<file path="config.mk">
export PLATFORM = sky130hd
export DESIGN_NAME = branch_resolver
export DESIGN_NICKNAME = d
export VERILOG_FILES = /design/src/hdl/rv_fetch_pkg.sv /design/src/hdl/branch_resolver.sv
export SDC_FILE = /design/constraint.sdc
export NUM_CORES = 1
export LEC_CHECK = 0
export BUFFER_PORTS_ARGS = -buffer_cell sky130_fd_sc_hd__clkbuf_2
export CORE_UTILIZATION = 40
export DETAILED_ROUTE_END_ITERATION = 8
export SYNTH_ARGS = -nofsm -noshare
export SYNTH_HDL_FRONTEND = slang
export SYNTH_SLANG_ARGS = --single-unit
</file>
<file path="constraint.sdc">
create_clock -name vclk -period 7.4
set_clock_uncertainty 0.15 [all_clocks]
set_input_delay 0 -clock vclk [all_inputs]
set_output_delay 0 -clock vclk [all_outputs]
set_load 0.005 [all_outputs]
</file>
<file path="src/hdl/rv_fetch_pkg.sv">
// shared widths, types, opcode and funct3 constants, and immediate extraction functions
package rv_fetch_pkg;

  localparam int xlen = 64;

  typedef logic [xlen-1:0] xlen_t;
  typedef logic [31:0]     inst_t;
  typedef logic [4:0]      reg_idx_t;

  // opcodes are compared on bits 6 to 2, the low two bits are always 2'b11
  localparam logic [4:0] op_jal    = 5'b11011;
  localparam logic [4:0] op_jalr   = 5'b11001;
  localparam logic [4:0] op_branch = 5'b11000;

  localparam logic [2:0] f3_beq  = 3'b000;
  localparam logic [2:0] f3_bne  = 3'b001;
  localparam logic [2:0] f3_blt  = 3'b100;
  localparam logic [2:0] f3_bge  = 3'b101;
  localparam logic [2:0] f3_bltu = 3'b110;
  localparam logic [2:0] f3_bgeu = 3'b111;

  function automatic xlen_t imm_i(input inst_t inst);
    return {{(xlen-12){inst[31]}}, inst[31:20]};
  endfunction

  // J format scatters the offset bits, bit 0 is implied zero
  function automatic xlen_t imm_j(input inst_t inst);
    return {{(xlen-20){inst[31]}}, inst[19:12], inst[20], inst[30:21], 1'b0};
  endfunction

  function automatic xlen_t imm_b(input inst_t inst);
    return {{(xlen-12){inst[31]}}, inst[7], inst[30:25], inst[11:8], 1'b0};
  endfunction

endpackage

</file>
<file path="src/hdl/branch_resolver.sv">
// early decode of jal, jalr and conditional branches with taken decision and target
`timescale 1ns/100ps

module branch_resolver
  import rv_fetch_pkg::*;
(
  input  xlen_t    pc,
  input  inst_t    inst,

  // operand fetch from the register file
  output reg_idx_t rs1,
  input  xlen_t    rs1_data,
  output reg_idx_t rs2,
  input  xlen_t    rs2_data,

  output logic     jump,
  output xlen_t    jump_target
);

  logic [4:0] opcode;
  logic [2:0] funct3;
  logic       br_taken;
  xlen_t      jal_tgt;
  xlen_t      jalr_tgt;
  xlen_t      br_tgt;

  assign opcode = inst[6:2];
  assign funct3 = inst[14:12];

  assign rs1 = inst[19:15];
  assign rs2 = inst[24:20];

  assign jal_tgt  = pc + imm_j(inst);
  assign br_tgt   = pc + imm_b(inst);
  // jalr drops bit 0 of the sum
  assign jalr_tgt = (rs1_data + imm_i(inst)) & ~xlen_t'(1);

  // only the condition selected by funct3 counts, the two reserved
  // encodings never branch
  always_comb begin
    case (funct3)
      f3_beq:  br_taken = (rs1_data == rs2_data);
      f3_bne:  br_taken = (rs1_data != rs2_data);
      f3_blt:  br_taken = ($signed(rs1_data) < $signed(rs2_data));
      f3_bge:  br_taken = ($signed(rs1_data) >= $signed(rs2_data));
      f3_bltu: br_taken = (rs1_data < rs2_data);
      f3_bgeu: br_taken = (rs1_data >= rs2_data);
      default: br_taken = 1'b0;
    endcase
  end

  always_comb begin
    case (opcode)
      op_jal: begin
        jump        = 1'b1;
        jump_target = jal_tgt;
      end
      op_jalr: begin
        jump        = 1'b1;
        jump_target = jalr_tgt;
      end
      op_branch: begin
        jump        = br_taken;
        jump_target = br_tgt;
      end
      default: begin
        jump        = 1'b0;
        jump_target = pc + xlen_t'(4);
      end
    endcase
  end

endmodule

</file>
==> impl_metrics.yaml <==
outcome:
  outcome: "complete, no violations"
synth:
  ys_top_cells_by_area: "ha_1 (21%), a21oi_1 (7.7%), xnor2_1 (7.4%), a21o_1 (6.2%), nand2_1 (5.8%)"
  syn_inst: 1698
  synth_top_cells_by_count: "ha_1 (189), nand2_1 (178), a21oi_1 (176), nor2_1 (110), inv_1 (106)"
  yosysTopAreaCell: "ha_1"
  ys_types: 76
  yosys_warnings: 0
  synth_most_common_cell: "ha_1"
  synth_seq_area_share: 0
  syn_area_um2: 11400
  synth_nets: 2113
  synth_area_per_cell_um2: 6.73
  netlist.area_leader.share: 0.207
pwr:
  p_per_area_nw_per_um2: 81.1
  p_leak_nw: 6.48
  vdd_drop_max_uv: 29.6
global_routing:
  grt_max_degree: 65
  grtUsageTotal: 0.293
  antenna_found_initial: 4
  grt_pass1_vias: 12464
  overflow: 0
  grt_pass1_wl_mm: 67.5
drt:
  firstDrtPassIters: 6
  drc: 0
  routed_wl_mm: 44.3
  vias: 13724
  ant_nets: 0
  vias_per_cell: 5.93
  drt_iter0_markers: 1000
  wl_per_cell_um: 19.1
setup_path:
  worstPathArrival_ps: 4640
  cp.required_ps: 7250
  start_kind: "primary input"
  cp-end-kind: "output port"
  setup.worst_path.class: "in -> out"
  cp_max_fo: 16
place:
  dp_hpwl_mm: 37.8
  io_buffer_count: 297
  dpl_cell_area_um2: 13200
  gp_congestion: 0.986
job:
  maxCapViolCount: 0
die:
  rows: 61
  die_y_um: 171
  ios: 299
  dieArea_um2: 29200
  die_w_um: 171
  core_area_um2: 27900
  start_util: 0.409
hold_path:
  holdPathEnd: "rs1[4]"
  hold_path_class: "in -> out"
  min_from: "inst[19]"
  whs_path_depth: 2
cells_and_area:
  fin_area_um2: 13200
  seq_cell_count: 0
  register_area_um2: 0
  num-nets-final: 2350
  layout-drive-gt1-share: 0.181
  clock_buffers: 0
  area_growth_syn_to_layout_pct: 15.3
sta:
  rsz0062_at_grt: "no"
  finalSetupViolations: 0
  slew_headroom: 0.260
  maxSlewViolCount: 0
  finalHoldViolCount: 0
  finalCritPeriodShare: 0.647
  finalSetupTns_ps: 0
  worst_pin_slew_ps: 1110
  fmax_ghz: 0.209
  period_needed_ps: 4790
clocking:
  ctsResizeCount: 0
  holdBufCountCts: 0
  postCtsSetupRepairBufs: 0
[report_power, final]
group              internal, W  leakage (nW)  switching, W
registers                    0             0             0
clock network  0.0000000000543     0.0000190             0
logic                 0.000422          6.48      0.000646
total                 0.000422          6.48      0.000646
[cell usage in the layout, fill, tap and decap left out, types with 29 or more instances in the layout]
cell | Yosys | routed
a21o_1 | 94 | 94
a21oi_1 | 176 | 175
clkbuf_2 | 1 | 296
ha_1 | 189 | 189
inv_1 | 106 | 106
nand2_1 | 178 | 178
nand3_1 | 57 | 57
nand4_1 | 60 | 60
nor2_1 | 110 | 109
nor3_1 | 30 | 29
o21ai_0 | 88 | 88
o21bai_1 | 29 | 29
xnor2_1 | 96 | 96
xor2_1 | 72 | 72
[stage by stage]
| stage | instances | utilization | worst slack (ps) | hold slack (ps) | total power (W) |
|---|---|---|---|---|---|
| 4_1_cts | 2311 | 0.471 | 2680 | 45.1 | 0.00105 |
| 2_1_floorplan | 1698 | - | 3570 | -76.2 | 0.000700 |
| 5_1_grt | 2314 | 0.472 | 2320 | 46.4 | 0.00118 |
| 3_5_place_dp | 2311 | 0.471 | 2670 | 45.1 | 0.00104 |
| 3_3_place_gp | 2311 | 0.471 | 2710 | 46.7 | 0.00104 |
| 6_report | 2314 | 0.472 | 2610 | 41.7 | 0.00107 |
[critical path: stages]
cell,delay (ps)
clkbuf_2,80
nand2_1,50
nor2_1,510
nand3_1,140
buf_4,240
mux2_2,300
ha_1,230
fa_1,440
a211oi_1,250
o21bai_1,140
o211ai_1,400
a311oi_1,220
o2111ai_1,380
nand3_1,180
a21oi_1,280
o21ai_0,250
nor4_1,300
a211o_1,140
clkbuf_2,110
[cell type report]
cell class / instances / area, um2
multi-input cells: 1521 / 10700
diodes: 3 / 7.51
inverters: 106 / 398
repair buffers: 306 / 1560
fillers: 3060 / 14800
well taps: 378 / 473
[layer usage]
layer | GRT usage | up-vias | wire length [um]
li1 | - | 6834 | -
met1 | 0.430 | 6276 | 21000
met2 | 0.438 | 549 | 18300
met3 | 0.0437 | 63 | 3760
met4 | 0.0761 | 2 | 1180
met5 | 0 | - | 10
[cells by family (layout without fill, tap and decap cells)]
logic type	after synthesis	in the layout	share of synthesized area
simple gates	541	541	0.229
mux	16	16	0.0152
buf+inv	177	412	0.0622
fa+ha+maj	191	191	0.210
compound gates	605	605	0.355
xor+xnor	168	168	0.129
other cells	0	3	0
[how the worst max path moves through the flow]
stage | to | from
CTS | jump_target[60] | inst[6]
floorplan | jump_target[43] | inst[3]
global route | jump_target[60] | inst[6]
global placement | jump_target[60] | inst[6]
detailed placement | jump_target[60] | inst[6]
finish | jump_target[59] | inst[6]
No activity file was read; power rests on OpenSTA's default activity.
