<file path="config.mk">
export PLATFORM = sky130hd
export DESIGN_NAME = fetch_ctrl
export DESIGN_NICKNAME = d
export VERILOG_FILES = /design/src/hdl/rv_fetch_pkg.sv /design/src/hdl/fetch_ctrl.sv
export SDC_FILE = /design/constraint.sdc
export NUM_CORES = 1
export LEC_CHECK = 0
export BUFFER_PORTS_ARGS = -buffer_cell sky130_fd_sc_hd__buf_2
export CELL_PAD_IN_SITES_DETAIL_PLACEMENT = 1
export CELL_PAD_IN_SITES_GLOBAL_PLACEMENT = 2
export CORE_MARGIN = 2
export CORE_UTILIZATION = 29
export CTS_BUF_LIST = sky130_fd_sc_hd__clkbuf_4 sky130_fd_sc_hd__clkbuf_8
export DETAILED_ROUTE_END_ITERATION = 10
export GPL_TIMING_DRIVEN = 0
export PLACE_DENSITY_LB_ADDON = 0.1
export SLEW_MARGIN = 20
export SYNTH_ARGS = -nofsm -noshare
export SYNTH_HDL_FRONTEND = slang
export SYNTH_SLANG_ARGS = --single-unit
export TNS_END_PERCENT = 20
</file>
<file path="constraint.sdc">
create_clock -name clk -period 2.9 [get_ports clk]
set_input_delay 0.29 -clock clk [delete_from_list [all_inputs] [get_ports clk]]
set_output_delay 0.29 -clock clk [all_outputs]
set_load 0.05 [all_outputs]
</file>
<file path="src/hdl/rv_fetch_pkg.sv">
// shared widths, types, opcode and funct3 constants, and immediate extraction functions
package rv_fetch_pkg;

  localparam int xlen = 64;

  typedef logic [xlen-1:0] xlen_t;
  typedef logic [31:0]     inst_t;
  typedef logic [4:0]      reg_idx_t;

  // opcodes are compared on bits 6 to 2, the low two bits are always 2'b11
  localparam logic [4:0] op_jal    = 5'b11011;
  localparam logic [4:0] op_jalr   = 5'b11001;
  localparam logic [4:0] op_branch = 5'b11000;

  localparam logic [2:0] f3_beq  = 3'b000;
  localparam logic [2:0] f3_bne  = 3'b001;
  localparam logic [2:0] f3_blt  = 3'b100;
  localparam logic [2:0] f3_bge  = 3'b101;
  localparam logic [2:0] f3_bltu = 3'b110;
  localparam logic [2:0] f3_bgeu = 3'b111;

  function automatic xlen_t imm_i(input inst_t inst);
    return {{(xlen-12){inst[31]}}, inst[31:20]};
  endfunction

  // J format scatters the offset bits, bit 0 is implied zero
  function automatic xlen_t imm_j(input inst_t inst);
    return {{(xlen-20){inst[31]}}, inst[19:12], inst[20], inst[30:21], 1'b0};
  endfunction

  function automatic xlen_t imm_b(input inst_t inst);
    return {{(xlen-12){inst[31]}}, inst[7], inst[30:25], inst[11:8], 1'b0};
  endfunction

endpackage

</file>
<file path="src/hdl/fetch_ctrl.sv">
// fetch sequencer with fetch and decode pcs, decode valid, stall hold, redirect and squash
`timescale 1ns/100ps

module fetch_ctrl
  import rv_fetch_pkg::*;
#(
  parameter int unsigned imem_aw  = 8,
  parameter xlen_t       reset_pc = '0
) (
  input  logic               clk,
  input  logic               rst,

  input  logic               run,
  input  logic               stall,

  output logic               imem_en,
  output logic [imem_aw-1:0] imem_addr,

  output logic               dec_valid,
  output xlen_t              dec_pc,

  input  logic               jump,
  input  xlen_t              jump_target,
  output logic               redirect,
  output xlen_t              redirect_pc
);

  xlen_t fetch_pc;
  logic  dec_full;

  // one word address per cycle while running and not held
  assign imem_en   = run && !stall;
  assign imem_addr = fetch_pc[imem_aw+1:2];

  // a stalled slot is hidden but kept, so it shows once when stall falls
  assign dec_valid = dec_full && !stall;

  assign redirect    = dec_valid && jump;
  assign redirect_pc = jump_target;

  always_ff @(posedge clk) begin
    if (rst) begin
      fetch_pc <= reset_pc;
      dec_pc   <= reset_pc;
      dec_full <= 1'b0;
    end else if (!stall) begin
      // the word issued alongside a redirect is on the wrong path
      dec_full <= imem_en && !redirect;
      if (imem_en) begin
        dec_pc <= fetch_pc;
      end
      if (redirect) begin
        fetch_pc <= jump_target;
      end else if (imem_en) begin
        fetch_pc <= fetch_pc + xlen_t'(4);
      end
    end
  end

endmodule

</file>
==> results by group, run 1 <==
Detailed routing
  • Drt first pass iters: 4
  • WL/cell: 18.50 µm
  • Total DRC errors in the routed layout: 0
  • Antenna viol nets, final: 0
  • Initial DRC count: 362
  • Final WL: 25,480 µm
  • DR vias/cell: 5.010
  • Vias: 6,899

Final layout
  • Final Core Density: 0.3737
  • Layout cells sized above 1: 0.2961
  • Area of the multi-input gates: 0.003239 mm²
  • Register area: 0.002582 mm²
  • Nets: 1,149
  • Area Overhead vs Synth: 27.27%
  • Fill count: 2,882
  • Cell area after layout: 0.008409 mm²
  • Non-Filler Instances: 1,377

Setup path
  • Crit path to: fetch_pc[55]$_SDFFE_PP0P_
  • Worst EP required: 3.26 ns
  • Arr. time, crit path: 3.12 ns
  • Slack of the worst reg-to-reg path: 0.15 ns
  • Slowest-stage cell, CP: nor4_4
  • CP max stage delay: 0.69 ns
  • Critical-path maximum fanout: 10
  • Crit end category: flop
  • R2R Path End: fetch_pc[55]$_SDFFE_PP0P_
  • Worst r2r path cells: 6
  • R2R Path Start: fetch_pc[11]$_SDFFE_PP0P_
  • Critical-path cell list: nand4_4 > nor4_4 > nand4_2 > buf_2 > or4_1 > a311oi_1
  • CP Launch Type: flop
  • Kind of critical path: flop to flop
  • Setup crit start: fetch_pc[11]$_SDFFE_PP0P_

Global route
  • Largest net degree at the start of global routing: 17
  • Tot GR Track Use: 0.2104
  • Met2 Use GR: 0.3577
  • Initial antenna violation count: 0
  • Routing usage on met1: 0.2730
  • First-pass GRT wire length: 38,930 µm
  • Vias in the first global route: 6,819
  • Routing usage on met3: 0.03482
  • Most Used Layer, Global Route: met2
  • Total gr overflow: 0

Yosys
  • Netlist cell types: 48
  • Yosys warning count: 0
  • Top_reg_cell synth: dfxtp_1
  • Syn_area_per_cell: 7.764 µm²
  • Cell count after synthesis: 851
  • XOR/XNOR share of the synthesized area: 0.03977
  • Post-Syn Nets: 921
  • Post-Synth Adder-Cell Area: 0.001894
  • Syn Std Cell Area: 0.006608 mm²
  • Fraction of registers with async set or reset after synthesis: 0
  • Register area share after synthesis: 0.3908
  • Compound-cell area share of the yosys netlist: 0.1545
  • Largest family of logic cells by synthesized area: simple AND/OR/NAND/NOR gates
  • Post-Synth Simple-Gate Area: 0.2916
  • Post-synth EDFFs: 0
  • #FFs+latches synth: 129
  • Fraction of synthesized area in multiplexers: 0.001515

STA
  • Slew Limit Fails: 0
  • Fin crit share: 0.9494
  • Max transition margin: 0.4091
  • Post-route worst setup slack: 0.1467 ns
  • Top achievable clock speed: 363.2 MHz
  • RSZ-0062 raised after global routing: true
  • Post-route minimum period: 2.753 ns
  • Setup Skew: 0.01262 ns
  • Hold Violations, Final: 0
  • Fin Setup TNS: 0 ns
  • WHS: 0.09324 ns
  • Actual slew at the worst max-slew pin: 0.8864 ns
  • Count of final setup violators: 0

Die
  • Initial Util: 0.2936
  • Row cnt: 55
  • Die width: 154.9 µm
  • I/O pin total: 208
  • Core region area: 0.02250 mm²
  • Die span in y: 154.9 µm
  • Full die area: 0.02401 mm²

Hold path
  • Worst min path class: input pin to flop

Clock network
  • Worst-path clk slew: 0.08 ns
  • Maximum buffer depth of the clock tree: 2
  • Sinks on Clock Net: 129
  • TritonCTS clock tree: done
  • CTS hold repair buffers: 0
  • Clock insertion delay at the later pin of the skew report: 0.45 ns
  • Root buf cell: clkbuf_8
  • CTS Buf Count: 17
  • CTS H-tree lvls: 4

Pwr
  • Leakage: 3.336 nW
  • Design Power: 4.037 mW
  • PwrDens: 480.1 mW/mm²
  • VDD IR max: 220.4 µV

Placed design
  • Placed instance area: 0.008000 mm²
  • DP Wirelength: 19,320 µm
  • RD Place Congestion: 0.8231
  • Dpl cells: 1,343
  • Number of port buffers: 207
  • Pre-CTS setup slack: 0.1640 ns

Status
  • Status: completed

Job
  • Max Cap Viol: 0
## how the worst min path moves through the flow
stage / startpoint / to / depth (start not counted)
finish: jump_target[0] / fetch_pc[0]$_SDFFE_PP0P_ / 3
global route: jump_target[0] / fetch_pc[0]$_SDFFE_PP0P_ / 3
CTS: jump_target[0] / fetch_pc[0]$_SDFFE_PP0P_ / 3
detailed placement: dec_pc[55]$_SDFFE_PP0P_ / dec_pc[55]$_SDFFE_PP0P_ / 2
global placement: dec_pc[6]$_SDFFE_PP0P_ / dec_pc[6]$_SDFFE_PP0P_ / 2
floorplan: jump_target[0] / fetch_pc[0]$_SDFFE_PP0P_ / 2
## state kept, by name, summed over array words and instances (netlist names)
name and count:
dec_full 1, dec_pc 64, fetch_pc 64
## critical path, delay by kind of cell, from the launching register on
kind / cells / cell delay [ns]
and+or+nand+nor: 4 / 1.63
AOI/OAI and AO/OA: 1 / 0.24
DFF: 1 / 0.49
buffers and inverters: 1 / 0.29
## power by group
part           internal, mW  leakage [nW]  switching (mW)
combinational         0.185          2.10           0.416
clock                 0.782         0.191           0.790
sequential             1.81          1.04          0.0564
total                  2.77          3.34            1.26
## cell usage after synthesis, drive strengths merged (9+ instances only)
master	count	area (µm²)
or4	17	127.6
a311oi	20	175.2
xnor2	12	105.1
nor4	15	130.1
nor2	64	240.2
clkbuf	46	172.7
or3	13	81.33
nand2	167	626.9
and3	18	112.6
nor3	13	65.06
nand4	30	209.0
a211oi	28	210.2
buf	82	581.8
o31ai	10	75.07
o21ai	11	55.05
inv	9	33.78
dfxtp	129	2582
nand3	31	155.2
a21oi	76	380.4
xor2	18	157.7
## per-layer routing
| layer | wire [µm] | vias to the layer above |
|---|---|---|
| met2 | 12030 | 181 |
| met1 | 11730 | 3277 |
| met5 | 0 | - |
| met3 | 1246 | 29 |
| met4 | 478 | 0 |
| li1 | - | 3412 |
## placed cells by master, fill, tap and decap left out, types with 3 or more instances in the layout
cell type and count:
dfxtp_1 129, a311oi_1 20, or4_1 17, xor2_1 18, a211oi_1 28, nor3_1 13, nor4_1 11, nand4_1 28
o21ai_0 11, nor3b_1 5, o311ai_0 3, clkinv_2 4, clkinvlp_4 3, and4_1 6, buf_1 7, inv_1 9
nand3_1 31, clkbuf_8 18, clkbuf_1 46, buf_4 74, nand2_1 167, o211ai_1 4, or3_1 13, and3_1 18
buf_2 210, nor2_1 64, a21oi_1 76, o31ai_1 10, xnor2_1 12
## kinds of logic after synthesis
group,count (synthesis)
buffers and inverters,138
AND/OR/NAND/NOR,391
flip-flops,129
XOR/XNOR,30
multiplexers,1
adder cells (fa/ha/maj),1
AO/OA/AOI/OAI,161
## timing repair
item                                    CTS  global route
endpoints found under the setup margin    0             7
endpoints found under the hold margin     0             0
gates resized for setup                   0             1
setup buffers                             0             2
## area by class of cell
class,instances,share of cell area
plain buffers,128,0.08972
diodes,1,0.0002976
flip-flops and latches,129,0.3071
well taps,285,0.04240
clock inverters,13,0.01637
multi-input cells,584,0.3852
clock buffers,18,0.02946
repair buffers,209,0.1250
inverters,10,0.004464
Note: power is estimated with default switching activity, not from simulation.
==> inputs of run 2 (changes only) <==
--- a/config.mk
+++ b/config.mk
@@ -6,9 +6,9 @@
 export NUM_CORES = 1
 export LEC_CHECK = 0
 export BUFFER_PORTS_ARGS = -buffer_cell sky130_fd_sc_hd__buf_2
+export CAP_MARGIN = 10
 export CELL_PAD_IN_SITES_DETAIL_PLACEMENT = 1
 export CELL_PAD_IN_SITES_GLOBAL_PLACEMENT = 2
-export CORE_MARGIN = 2
 export CORE_UTILIZATION = 29
 export CTS_BUF_LIST = sky130_fd_sc_hd__clkbuf_4 sky130_fd_sc_hd__clkbuf_8
 export DETAILED_ROUTE_END_ITERATION = 10
==> run 2 against run 1 <==
Net effect:
- sequential share of layout area fell by 0.26 points
- worst setup slack got worse by 0.051 ns
- clock power increased by 19%
- global-route usage is 1.1 points higher
- routed wire length shrank 0.15%
- clock skew decreased by 0.0028 ns
- die area fell by 2.6%
- critical endpoint is now redirect
- largest power group is now clock
==> results by group, run 2 (same netlist as run 1, synthesis figures left out) <==
Global route
  • Initial antenna violation count: 0 (unchanged)
  • First-pass GRT wire length: 39,480 µm (+1.4%)
  • Largest net degree at the start of global routing: 17 (unchanged)
  • Total gr overflow: 0 (unchanged)
  • Tot GR Track Use: 0.2215 (+0.01108)
  • Vias in the first global route: 6,834 (+0.22%)

Clock network
  • Root buf cell: clkbuf_8
  • Sinks on Clock Net: 129 (unchanged)
  • Worst-path clk slew: 0.08 ns (about the same)
  • TritonCTS clock tree: done
  • CTS H-tree lvls: 4 (unchanged)
  • CTS hold repair buffers: 0 (unchanged)
  • Clock insertion delay at the later pin of the skew report: 0.46 ns (about the same)
  • CTS Buf Count: 17 (unchanged)
  • Maximum buffer depth of the clock tree: 2 (unchanged)

STA
  • Hold Violations, Final: 0 (unchanged)
  • Fin crit share: 0.9671 (+0.01766)
  • Top achievable clock speed: 356.6 MHz (-1.8%)
  • RSZ-0062 raised after global routing: true
  • Setup Skew: 0.009787 ns (-0.002834 ns)
  • Max transition margin: 0.3846 (-0.02443)
  • Post-route worst setup slack: 0.09548 ns (-0.05121 ns)
  • WHS: 0.07795 ns (-0.01529 ns)
  • Fin Setup TNS: 0 ns (unchanged)
  • Post-route minimum period: 2.805 ns (+0.05121 ns)
  • Slew Limit Fails: 0 (unchanged)
  • Actual slew at the worst max-slew pin: 0.9230 ns (+0.03664 ns)
  • Count of final setup violators: 0 (unchanged)

Setup path
  • CP Launch Type: flop
  • Critical-path cell list: nand3b_1 > inv_1 > clkbuf_1 > clkbuf_1 > buf_2
  • Kind of critical path: flop to primary output
  • Arr. time, crit path: 2.51 ns (-0.61 ns)
  • Crit end category: primary output
  • CP max stage delay: 0.65 ns (-0.04 ns)
  • CP dominant cell by count: clkbuf_1
  • Critical-path maximum fanout: 10 (unchanged)
  • Slowest-stage cell, CP: clkbuf_1
  • Worst EP required: 2.61 ns (-0.65 ns)
  • Worst r2r path cells: 5 (-1)

Die
  • Full die area: 0.02339 mm² (-2.6%)
  • Initial Util: 0.2991 (+0.005438)
  • I/O pin total: 208 (unchanged)
  • Die span in y: 152.9 µm (-1.3%)
  • Core region area: 0.02209 mm² (-1.8%)
  • Die width: 152.9 µm (-1.3%)
  • Row cnt: 54 (-1.8%)

Pwr
  • Design Power: 4.332 mW (+7.3%)
  • Leakage: 3.379 nW (+1.3%)
  • VDD IR max: 249.2 µV (+13%)
  • PwrDens: 510.8 mW/mm² (+6.4%)

Detailed routing
  • DR vias/cell: 5.032 (+0.44%)
  • Final WL: 25,440 µm (-0.15%)
  • Vias: 6,904 (+0.072%)
  • Antenna viol nets, final: 0 (unchanged)
  • Initial DRC count: 376 (+3.9%)
  • Drt first pass iters: 5 (+1)
  • WL/cell: 18.54 µm (+0.21%)
  • Total DRC errors in the routed layout: 0 (unchanged)

Placed design
  • RD Place Congestion: 0.8160 (-0.86%)
  • Pre-CTS setup slack: 0.1386 ns (-0.02539 ns)
  • Dpl cells: 1,338 (-0.37%)
  • DP Wirelength: 19,330 µm (about the same)
  • Placed instance area: 0.007994 mm² (about the same)
  • Number of port buffers: 207 (unchanged)

Final layout
  • Layout cells sized above 1: 0.2976 (+0.001560)
  • Final Core Density: 0.3838 (+0.01015)
  • Most frequent cells in the layout: buf_2, nand2_1, dfxtp_1
  • Cell area after layout: 0.008481 mm² (+0.85%)
  • Commonest non-fill, non-tap cell in the layout: buf_2
  • Area of the multi-input gates: 0.003242 mm² (about the same)
  • Nets: 1,149 (unchanged)
  • Biggest regs: dec_pc (64), fetch_pc (64), dec_full (1)
  • Register area: 0.002582 mm² (unchanged)
  • Non-Filler Instances: 1,372 (-0.36%)
  • Area Overhead vs Synth: 28.35%
  • Fill count: 2,772 (-3.8%)
  • # diodes: 0 (-1)

Status
  • Status: completed

Hold path
  • Worst min path class: input pin to flop
  • Hold Path Depth: 3 (unchanged)

Job
  • Max Cap Viol: 0 (unchanged)
## run 2: final timing paths
path | endpoint | from | slack (ns)
setup / recovery | redirect | dec_full$_SDFFE_PP0N_ | 0.1
hold / removal | fetch_pc[0]$_SDFFE_PP0P_ | jump_target[0] | 0.08
setup reg to reg | fetch_pc[44]$_SDFFE_PP0P_ | fetch_pc[11]$_SDFFE_PP0P_ | 0.23
hold reg to reg | dec_pc[0]$_SDFFE_PP0P_ | fetch_pc[0]$_SDFFE_PP0P_ | 0.45
## run 2: per-layer routing
metal  up-vias  GRT usage  share of wire  wire length (µm)
met5         -          0              0                 0
met4         0    0.06157          0.017               424
met3        25    0.04678          0.042              1059
met2       182     0.3716           0.48             12190
met1      3308     0.2860           0.46             11770
li1       3389          -              -                 -
## run 2: critical path: cells and delay by family, from the launching register on
kind	cells	cell delay, ns
AND/OR/NAND/NOR	1	0.11
flip-flops	1	0.37
buffers and inverters	4	1.57
## run 2: power breakdown
group / switching [mW] / leakage [nW] / total (mW) / internal (mW)
logic: 0.417 / 2.10 / 0.602 / 0.185
registers: 0.0550 / 1.04 / 1.86 / 1.81
clock network: 0.807 / 0.234 / 1.87 / 1.06
## run 2: final cells by class
cell class / count / share of cell area
timing repair buffer: 209 / 0.1239
multi-input combinational: 584 / 0.3823
buffer: 128 / 0.08896
clock buffer: 19 / 0.03010
sequential: 129 / 0.3045
inverter: 10 / 0.004426
clock inverter: 13 / 0.02449
tap: 280 / 0.04131
## run 2: what timing repair did
action	CTS	global route
resized for setup	0	2
endpoints found under the setup margin	0	9
buffers inserted	0	2
